$ cat src/rtl/imul_pkg.sv
// ----------------------------------------
// Shared types for the iterative multiplier
// Operand width constant
// Request, response, control and status structs
// Datapath select encodings
// Control FSM state encoding
// ----------------------------------------

`default_nettype none

package imul_pkg;

  // Operand and result width
  localparam int IMUL_WIDTH = 32;

  // Operand register input selects
  localparam logic SEL_LOAD  = 1'b0;
  localparam logic SEL_SHIFT = 1'b1;

  // Result register input selects
  localparam logic RES_ZERO = 1'b0;
  localparam logic RES_NEXT = 1'b1;

  // Accumulate mux selects
  localparam logic ADD_PASS = 1'b0;
  localparam logic ADD_SUM  = 1'b1;

  // Request message, multiplicand in the upper half
  typedef struct packed {
    logic [IMUL_WIDTH-1:0] a;
    logic [IMUL_WIDTH-1:0] b;
  } imul_req_t;

  // Response message
  typedef struct packed {
    logic [IMUL_WIDTH-1:0] result;
  } imul_resp_t;

  // Control unit to datapath
  typedef struct packed {
    logic a_sel;
    logic b_sel;
    logic result_sel;
    logic add_sel;
    logic a_en;
    logic result_en;
  } imul_ctrl_t;

  // Datapath to control unit
  typedef struct packed {
    logic b_lsb;
    logic b_zero;
  } imul_status_t;

  // Control FSM states
  typedef enum logic [1:0] {
    ST_IDLE = 2'd0,
    ST_CALC = 2'd1,
    ST_DONE = 2'd2
  } imul_state_e;

endpackage

`default_nettype wire
$ cat src/rtl/imul_var_latency.sv
// ----------------------------------------
// Variable latency multiplier top level
// Control unit and datapath joined
// val/rdy request and response ports
// ----------------------------------------

`timescale 1ns/1ps
`default_nettype none

module imul_var_latency
(
  input  logic                 clk,
  input  logic                 rst_n,

  // Request side
  input  imul_pkg::imul_req_t  req_msg,
  input  logic                 req_val,
  output logic                 req_rdy,

  // Response side
  output imul_pkg::imul_resp_t resp_msg,
  output logic                 resp_val,
  input  logic                 resp_rdy
);

  import imul_pkg::*;

  // Control unit to datapath
  imul_ctrl_t   ctrl;

  // Datapath back to control unit
  imul_status_t status;

  // Handshakes and sequencing
  imul_ctrl i_imul_ctrl
  (
    .clk      (clk),
    .rst_n    (rst_n),
    .req_val  (req_val),
    .req_rdy  (req_rdy),
    .resp_val (resp_val),
    .resp_rdy (resp_rdy),
    .status   (status),
    .ctrl     (ctrl)
  );

  // Shift-and-add engine, response read from its result register
  imul_dpath i_imul_dpath
  (
    .clk      (clk),
    .rst_n    (rst_n),
    .req_msg  (req_msg),
    .ctrl     (ctrl),
    .status   (status),
    .resp_msg (resp_msg)
  );

endmodule

`default_nettype wire

$ cat src/rtl/imul_dpath.sv
// ----------------------------------------
// Multiplier datapath
// Multiplicand, multiplier and result registers
// Left and right shifters, truncating adder
// Status flags for the control unit
// ----------------------------------------

`timescale 1ns/1ps
`default_nettype none

module imul_dpath
(
  input  logic                   clk,
  input  logic                   rst_n,
  input  imul_pkg::imul_req_t    req_msg,
  input  imul_pkg::imul_ctrl_t   ctrl,
  output imul_pkg::imul_status_t status,
  output imul_pkg::imul_resp_t   resp_msg
);

  import imul_pkg::*;

  // Registers
  logic [IMUL_WIDTH-1:0] a_reg;
  logic [IMUL_WIDTH-1:0] b_reg;
  logic [IMUL_WIDTH-1:0] result_reg;

  // Register inputs
  logic [IMUL_WIDTH-1:0] a_next;
  logic [IMUL_WIDTH-1:0] b_next;
  logic [IMUL_WIDTH-1:0] result_next;

  // Shifter and adder outputs
  logic [IMUL_WIDTH-1:0] a_shl;
  logic [IMUL_WIDTH-1:0] b_shr;
  logic [IMUL_WIDTH-1:0] sum;
  logic [IMUL_WIDTH-1:0] add_out;

  // ----------------------------------------
  // Shifters and adder
  // ----------------------------------------

  // Multiplicand moves up one bit per iteration
  assign a_shl = a_reg << 1;

  // Multiplier moves down, lsb always holds the current bit
  assign b_shr = b_reg >> 1;

  // Carry out of bit 31 dropped, only the low half is kept
  assign sum = result_reg + a_reg;

  assign add_out = (ctrl.add_sel == ADD_SUM) ? sum : result_reg;

  // ----------------------------------------
  // Register input muxes
  // ----------------------------------------

  assign a_next      = (ctrl.a_sel == SEL_SHIFT) ? a_shl : req_msg.a;
  assign b_next      = (ctrl.b_sel == SEL_SHIFT) ? b_shr : req_msg.b;
  assign result_next = (ctrl.result_sel == RES_NEXT) ? add_out : '0;

  // ----------------------------------------
  // Registers
  // ----------------------------------------

  always_ff @(posedge clk)
  begin
    if (ctrl.a_en)
      a_reg <= a_next;
  end

  // Multiplier register runs every cycle
  // zero stays zero once shifted out
  always_ff @(posedge clk)
  begin
    b_reg <= b_next;
  end

  always_ff @(posedge clk)
  begin
    if (ctrl.result_en)
      result_reg <= result_next;
  end

  // ----------------------------------------
  // Status and response
  // ----------------------------------------

  assign status.b_lsb  = b_reg[0];
  assign status.b_zero = (b_reg == '0);

  assign resp_msg.result = result_reg;

  // Flags steer the FSM once an operand pair has been taken
  a_status_known: assert property (@(posedge clk) disable iff (!rst_n)
    (ctrl.b_sel == SEL_SHIFT) |-> !$isunknown(status))
    else $error("status flags unknown during calculation");

endmodule

`default_nettype wire

$ cat src/rtl/imul_ctrl.sv
// ----------------------------------------
// Multiplier control unit
// Three-state FSM for the val/rdy handshakes
// Decodes state and status into datapath selects
// ----------------------------------------

`timescale 1ns/1ps
`default_nettype none

module imul_ctrl
(
  input  logic                  clk,
  input  logic                  rst_n,
  input  logic                  req_val,
  output logic                  req_rdy,
  output logic                  resp_val,
  input  logic                  resp_rdy,
  input  imul_pkg::imul_status_t status,
  output imul_pkg::imul_ctrl_t   ctrl
);

  import imul_pkg::*;

  imul_state_e state;
  imul_state_e state_next;

  // ----------------------------------------
  // State register
  // ----------------------------------------

  always_ff @(posedge clk or negedge rst_n)
  begin
    if (!rst_n)
      state <= ST_IDLE;
    else
      state <= state_next;
  end

  // ----------------------------------------
  // Next state
  // ----------------------------------------

  always_comb
  begin
    state_next = state;
    case (state)
      // Leave on a request transfer
      ST_IDLE:
      begin
        if (req_val)
          state_next = ST_CALC;
      end
      // Last iteration once no multiplier bits remain
      ST_CALC:
      begin
        if (status.b_zero)
          state_next = ST_DONE;
      end
      // Wait for the response transfer
      ST_DONE:
      begin
        if (resp_rdy)
          state_next = ST_IDLE;
      end
      default:
        state_next = ST_IDLE;
    endcase
  end

  // ----------------------------------------
  // Output decode
  // ----------------------------------------

  always_comb
  begin
    req_rdy         = 1'b0;
    resp_val        = 1'b0;
    ctrl.a_sel      = SEL_SHIFT;
    ctrl.b_sel      = SEL_SHIFT;
    ctrl.result_sel = RES_NEXT;
    ctrl.add_sel    = ADD_PASS;
    ctrl.a_en       = 1'b0;
    ctrl.result_en  = 1'b0;
    case (state)
      ST_IDLE:
      begin
        req_rdy         = 1'b1;
        // Operands follow the request bus, a and result latch on transfer
        ctrl.a_sel      = SEL_LOAD;
        ctrl.b_sel      = SEL_LOAD;
        ctrl.result_sel = RES_ZERO;
        ctrl.a_en       = req_val;
        ctrl.result_en  = req_val;
      end
      ST_CALC:
      begin
        // Accumulate only when the current multiplier bit is set
        ctrl.add_sel   = status.b_lsb ? ADD_SUM : ADD_PASS;
        ctrl.a_en      = 1'b1;
        ctrl.result_en = 1'b1;
      end
      ST_DONE:
        resp_val = 1'b1;
      default:
        req_rdy = 1'b0;
    endcase
  end

  // ----------------------------------------
  // Assertions
  // ----------------------------------------

  // Never accept a new request while a response is pending
  a_rdy_val_excl: assert property (@(posedge clk) disable iff (!rst_n)
    !(req_rdy && resp_val))
    else $error("req_rdy and resp_val high together");

  // Response stays offered until the sink takes it
  a_resp_hold: assert property (@(posedge clk) disable iff (!rst_n)
    resp_val && !resp_rdy |=> resp_val)
    else $error("resp_val dropped without resp_rdy");

endmodule

`default_nettype wire

$ cat config.mk
export PLATFORM = sky130hd
export DESIGN_NAME = imul_var_latency
export DESIGN_NICKNAME = d
export VERILOG_FILES = /design/src/rtl/imul_pkg.sv /design/src/rtl/imul_var_latency.sv /design/src/rtl/imul_dpath.sv /design/src/rtl/imul_ctrl.sv
export SDC_FILE = /design/constraint.sdc
export NUM_CORES = 1
export LEC_CHECK = 0
export BUFFER_PORTS_ARGS = -buffer_cell sky130_fd_sc_hd__buf_2
export CORE_ASPECT_RATIO = 1.2
export CORE_MARGIN = 4
export CORE_UTILIZATION = 55
export CTS_BUF_LIST = sky130_fd_sc_hd__clkbuf_2 sky130_fd_sc_hd__clkbuf_4 sky130_fd_sc_hd__clkbuf_8
export CTS_CLUSTER_SIZE = 28
export DETAILED_ROUTE_END_ITERATION = 10
export PLACE_DENSITY = 0.84
export SYNTH_ARGS = -nofsm -noshare
export SYNTH_HDL_FRONTEND = slang
export SYNTH_HIERARCHICAL = 1
export SYNTH_SLANG_ARGS = --single-unit
$ cat constraint.sdc
create_clock -name clk -period 3.25 [get_ports clk]
set_input_delay 0.325 -clock clk [delete_from_list [all_inputs] [get_ports clk]]
set_output_delay 0.325 -clock clk [all_outputs]
set_load 0.1 [all_outputs]
==> impl_results.md, run 1 <==
- Status: finished clean
- Fin crit period: 2920 ps
- Number of enable flip-flop cells after synthesis: 64
- R2R setup slack: 330 ps
- Final count of negative-setup-slack endpoints: 0
- Crit Path Max Fanout: 3
- Setup TNS Final: 0 ps
- Max-cap violation count: 0
- RSZ-0062 raised after global routing: no
- Count of state elements after synthesis: 98
- Core Util, Final: 0.648
- Worst slack, placed: 370 ps
- Rows: 39
- Post-DP HPWL: 8830 um
- Crit Reg-Reg Startpoint: i_imul_dpath/resp_msg[0]
- Final Max Slew Viols: 0
- Clock Sinks: 98
- Clock Pin Slew Worst Setup and Hold Paths: 100 ps
- Synth area leader: edfxtp_1
- Grt ovf: 0
- Seq/Total Area, Yosys: 0.484
- CTS tree: done
- DR vias: 4126
- Final Skew: 12.1 ps
- Initial Utilization: 0.564
- Antenna Violating Nets Remaining: 0
- Antenna diodes: 0
- Vias/cell: 5.83
- Number of CTS-inserted buffers: 9
- Data required, critical path: 3480 ps
- Initial antenna violation count: 0
- Vias in the first global route: 4153
- Max_slew headroom: 0.600
- Hold Crit Start: resp_rdy
- Hold endpoint: i_imul_ctrl/state[1]
- Final period util: 0.899
- Top FF cell, synth: edfxtp_1
- Crit path DAT: 3150 ps
- Worst skew pair latency: 380 ps
- Global-route wire length before repair: 19400 um
- Slew at the pin closest to its max-slew limit: 600 ps
- Core area: 9560 um2
- Root Buffer: clkbuf_8
- Mapped Area: 5400 um2
- Clk buf depth: 2
- DRC Markers: 0
- Mean Syn Cell Area: 11.2 um2
- Synth warnings: 6
- Post-route worst setup slack: 329 ps
- R2r endpoint: i_imul_dpath/resp_msg[24]
- Final hold vios: 0
- Iter 0 DRT Violations: 319
- Critical Path Start: i_imul_dpath/resp_msg[0]
- Crit path launch type: flop
- Synth area leaders: edfxtp_1 36%, mux2_2 13%, dfxtp_1 12%
- Mapped Cells: 482
- FF-to-FF path depth: 9
- Hold path cells: 2
- Wire per inst: 16.6 um
- All-Layer GR Usage: 0.211
- Die Area: 11500 um2
- PostCTS Resize Cnt: 0
- HP Class: primary input to flop
- Initial DRT Pass Iterations: 5
- Fraction of layout cells with a size suffix above 1: 0.335
- PortBufs: 101
- Synth top area share: 0.356
- Nets: 680
- Cell variety after synth: 55
- P&R area growth vs syn: 14.9%
- Fmax: 342 MHz
- H-tree depth: 3
- Largest net degree at the start of global routing: 51
- Routed wire length: 11800 um
- Syn_nets: 582
- FFs w/ async S/R, synth: 0.0204
- RD Place Congestion: 0.939
- Critical path class: flop to flop
- Width of the die: 98.4 um
- Critical Path End Type: flop
- DIE HEIGHT: 116 um
- # IOs: 102
- Fillers: 772
[cell families (layout without fill, tap and decap cells)]
kind of cell,after synthesis,in the layout,share of synthesized area
flip-flops,98,98,0.484
AND/OR/NAND/NOR,118,118,0.105
multiplexers,67,67,0.139
AO/OA/AOI/OAI,113,113,0.137
buffers and inverters,33,136,0.0257
XOR/XNOR,21,21,0.0341
adder cells (fa/ha/maj),32,32,0.0756
[worst max path at each step]
stage | slack, ps | to | cells after the start
final | 330 | i_imul_dpath/resp_msg[24] | 9
after global routing | 180 | i_imul_dpath/resp_msg[28] | 9
after CTS | 350 | i_imul_dpath/resp_msg[28] | 9
after detailed placement | 370 | i_imul_dpath/resp_msg[28] | 9
after global placement | 460 | i_imul_dpath/resp_msg[28] | 9
after floorplan | 4 | i_imul_dpath/resp_msg[30] | 9
[routing by layer]
metal	wire, um	global-route usage	vias to the layer above
met5	0	0	-
met4	221	0.0692	0
met3	955	0.0705	18
met2	5820	0.362	161
met1	4770	0.253	1951
li1	-	-	1996
[critical path, stage by stage, from the launching register on]
cell and delay (ps):
edfxtp_1 400, ha_1 260, fa_1 410, a21o_1 210, a221oi_1 500, o21a_1 270, o31a_1 210, o21ai_0 120
a21oi_1 190, mux2i_1 200
[final cells by class]
| class | count | area (um2) | area share |
|---|---|---|---|
| clock buffers | 10 | 131 | 0.0212 |
| repair buffers | 107 | 553 | 0.0892 |
| multi-input cells | 351 | 2650 | 0.427 |
| inverters | 13 | 48.8 | 0.00787 |
| flip-flops and latches | 98 | 2610 | 0.422 |
| clock inverters | 6 | 48.8 | 0.00787 |
| well taps | 123 | 154 | 0.0248 |
[Yosys cell counts, types with 3 or more instances]
master and instances:
dfxtp_1 32, a31oi_1 5, buf_4 4, and2_1 3
buf_1 6, mux2i_1 4, nand3_1 6, xnor2_1 9
mux2_2 63, a21o_1 11, a21oi_1 40, edfxtp_1 64
nor4_1 10, nand2b_1 6, clkbuf_1 10, nor2_1 38
o21bai_1 6, inv_1 12, nand4_1 7, o21a_1 8
a211oi_1 5, xor2_1 12, ha_1 31, nor3_1 6
nand2_1 31, o211ai_1 4, o21ai_0 15
[stage by stage]
| stage | std cells | area, um2 | hold slack, ps |
|---|---|---|---|
| 2_1_floorplan | 482 | 5400 | 29.4 |
| 3_3_place_gp | 691 | 6010 | 110 |
| 3_5_place_dp | 691 | 6010 | 113 |
| 4_1_cts | 708 | 6200 | 81.0 |
| 5_1_grt | 708 | 6200 | 113 |
| 6_report | 708 | 6200 | 104 |
[layout by cell type (no fill, tap or decap), drive strengths merged, types with 6 or more instances in the layout]
cell type / Yosys / routed
a211oi: 6 / 6
a21o: 12 / 12
a21oi: 40 / 40
buf: 10 / 106
clkbuf: 10 / 10
dfxtp: 32 / 32
edfxtp: 64 / 64
ha: 31 / 31
inv: 12 / 17
mux2: 63 / 63
nand2: 31 / 31
nand2b: 6 / 6
nand3: 6 / 6
nand4: 7 / 7
nor2: 39 / 39
nor3: 7 / 7
nor4: 10 / 10
o21a: 8 / 8
o21ai: 17 / 17
o21bai: 6 / 6
xnor2: 9 / 9
xor2: 12 / 12
[repair_timing]
| action | CTS | global route |
|---|---|---|
| hold buffers | 1 | 0 |
| buffers inserted | 0 | 0 |
| endpoints found under the hold margin | 2 | 0 |
Power of run 1 is left out: the tool's default activity adds up to more than one toggle a clock period on the data nets, which glitch-free logic cannot reach.
==> run 2, diff against run 1 <==
- PLACE_DENSITY: 0.84 -> 0.78
==> impl_results.md, run 2 (synthesis results as in run 1) <==
- Status: finished clean (unchanged)
- Die Area: 11500 um2 (unchanged)
- HP Class: primary input to flop (unchanged)
- P&R area growth vs syn: 16.0% (was 14.9%)
- Placed Cells: 692 (was 691)
- Slew at the pin closest to its max-slew limit: 606 ps (was 600 ps)
- Final Max Slew Viols: 0 (unchanged)
- Hold slack: 121 ps (was 104 ps)
- CTS tree: done (unchanged)
- Fmax: 331 MHz (was 342 MHz)
- GR Util met2: 0.372 (was 0.362)
- Clk buf depth: 2 (unchanged)
- Final count of negative-setup-slack endpoints: 0 (unchanged)
- Max-cap violation count: 0 (unchanged)
- Most frequent cells in the layout: 101 x buf_2, 64 x edfxtp_1, 63 x mux2_2, 40 x a21oi_1, 36 x nor2_1 (unchanged)
- Core area: 9560 um2 (unchanged)
- Width of the die: 98.4 um (unchanged)
- Root Buffer: clkbuf_8 (unchanged)
- RSZ-0062 raised after global routing: no (unchanged)
- Wire per inst: 16.9 um (was 16.6 um)
- Crit Path Max Fanout: 3 (unchanged)
- Crit path launch type: flop (unchanged)
- RD Place Congestion: 0.888 (was 0.939)
- PortBufs: 101 (unchanged)
- Clock Sinks: 98 (unchanged)
- Initial antenna violation count: 0 (unchanged)
- Setup TNS Final: 0 ps (unchanged)
- Commonest non-fill, non-tap cell in the layout: buf_2 (unchanged)
- Antenna diodes: 0 (unchanged)
- Gr busiest metal: met2 (unchanged)
- # IOs: 102 (unchanged)
- H-tree depth: 3 (unchanged)
- Met3 Track Usage GR: 0.0562 (was 0.0705)
- Max_slew headroom: 0.596 (was 0.600)
- Fin crit period: 3020 ps (was 2920 ps)
- Final Skew: 16.1 ps (was 12.1 ps)
- DRC Markers: 0 (unchanged)
- Worst skew pair latency: 380 ps (about the same)
- DIE HEIGHT: 116 um (unchanged)
- Fraction of layout cells with a size suffix above 1: 0.336 (was 0.335)
- Clock Pin Slew Worst Setup and Hold Paths: 100 ps (about the same)
- Final Non-Filler Cells: 709 (was 708)
- Critical path class: flop to flop (unchanged)
- Iter 0 DRT Violations: 248 (was 319)
- Initial DRT Pass Iterations: 5 (unchanged)
- GR Layer Usage met1: 0.265 (was 0.253)
- All-Layer GR Usage: 0.217 (was 0.211)
- Vias/cell: 5.73 (was 5.83)
- Final hold vios: 0 (unchanged)
- DR vias: 4065 (was 4126)
- Number of CTS-inserted buffers: 9 (unchanged)
- Critical Path End Type: flop (unchanged)
- Final period util: 0.930 (was 0.899)
- Global-route wire length before repair: 19800 um (was 19400 um)
- Nets: 681 (was 680)
- Antenna Violating Nets Remaining: 0 (unchanged)
- Finished layout cell area: 6260 um2 (was 6200 um2)
- Post-DP HPWL: 9090 um (was 8830 um)
- Largest net degree at the start of global routing: 45 (was 51)
- Crit path DAT: 3140 ps (was 3150 ps)
- Routed wire length: 12000 um (was 11800 um)
- Vias in the first global route: 4213 (was 4153)
- DP Area: 6030 um2 (was 6010 um2)
- Rows: 39 (unchanged)
- Initial Utilization: 0.564 (unchanged)
- Grt ovf: 0 (unchanged)
- Data required, critical path: 3370 ps (was 3480 ps)
[run 2: changes by cell type in the layout (fill, tap and decap cells not counted), sizes merged]
cell / delta
clkinv: -1
buf: +1
bufinv: +1
[run 2: stage by stage]
step / setup WS (ps) / util
global placement: 456 / 0.631
detailed placement: 309 / 0.631
global route: 63.4 / 0.654
floorplan: 3.61 / -
CTS: 266 / 0.654
finish: 229 / 0.654
[run 2: per-layer routing]
layer	vias up	part of all wire
met5	-	0
met3	28	0.066
met2	138	0.50
li1	2005	-
met1	1894	0.42
met4	0	0.021
[run 2: path summary, 6_finish.rpt]
| check | from | end | slack (ps) | cells past startpoint |
|---|---|---|---|---|
| setup / recovery | i_imul_dpath/resp_msg[0] | i_imul_dpath/resp_msg[28] | 230 | 9 |
| hold / removal | resp_rdy | i_imul_ctrl/state[1] | 120 | 2 |
| setup reg to reg | i_imul_dpath/resp_msg[0] | i_imul_dpath/resp_msg[28] | 230 | 9 |
| hold reg to reg | i_imul_dpath/b_reg[18] | i_imul_dpath/b_reg[17] | 500 | 1 |
| max in group asynchronous | rst_n | i_imul_ctrl/state[0] | 2880 | 2 |
| min in group asynchronous | rst_n | i_imul_ctrl/state[1] | 270 | 2 |
[run 2: what timing repair did]
action                    CTS  global route
hold endpoints to repair    2             0
buffers inserted            0             0
hold buffers                1             0
gates resized for setup     0             0
[run 2: layout make-up]
cell class	instances	area, um2
Fill cell	799	3310
Multi-Input combinational cell	351	2650
Sequential cell	98	2610
Timing Repair Buffer	108	573
Tap cell	123	154
Clock buffer	10	138
Clock inverter	6	78.8
Inverter	13	48.8
[run 2: worst max-delay path: stages (launching register included)]
cell and delay (ps):
edfxtp_1 410, ha_1 260, fa_1 420, a21o_1 210, a221oi_1 540, o21a_1 270
o31a_1 210, o21a_1 160, o21ai_0 120, mux2i_1 160
Power of run 2 is left out for the same reason.
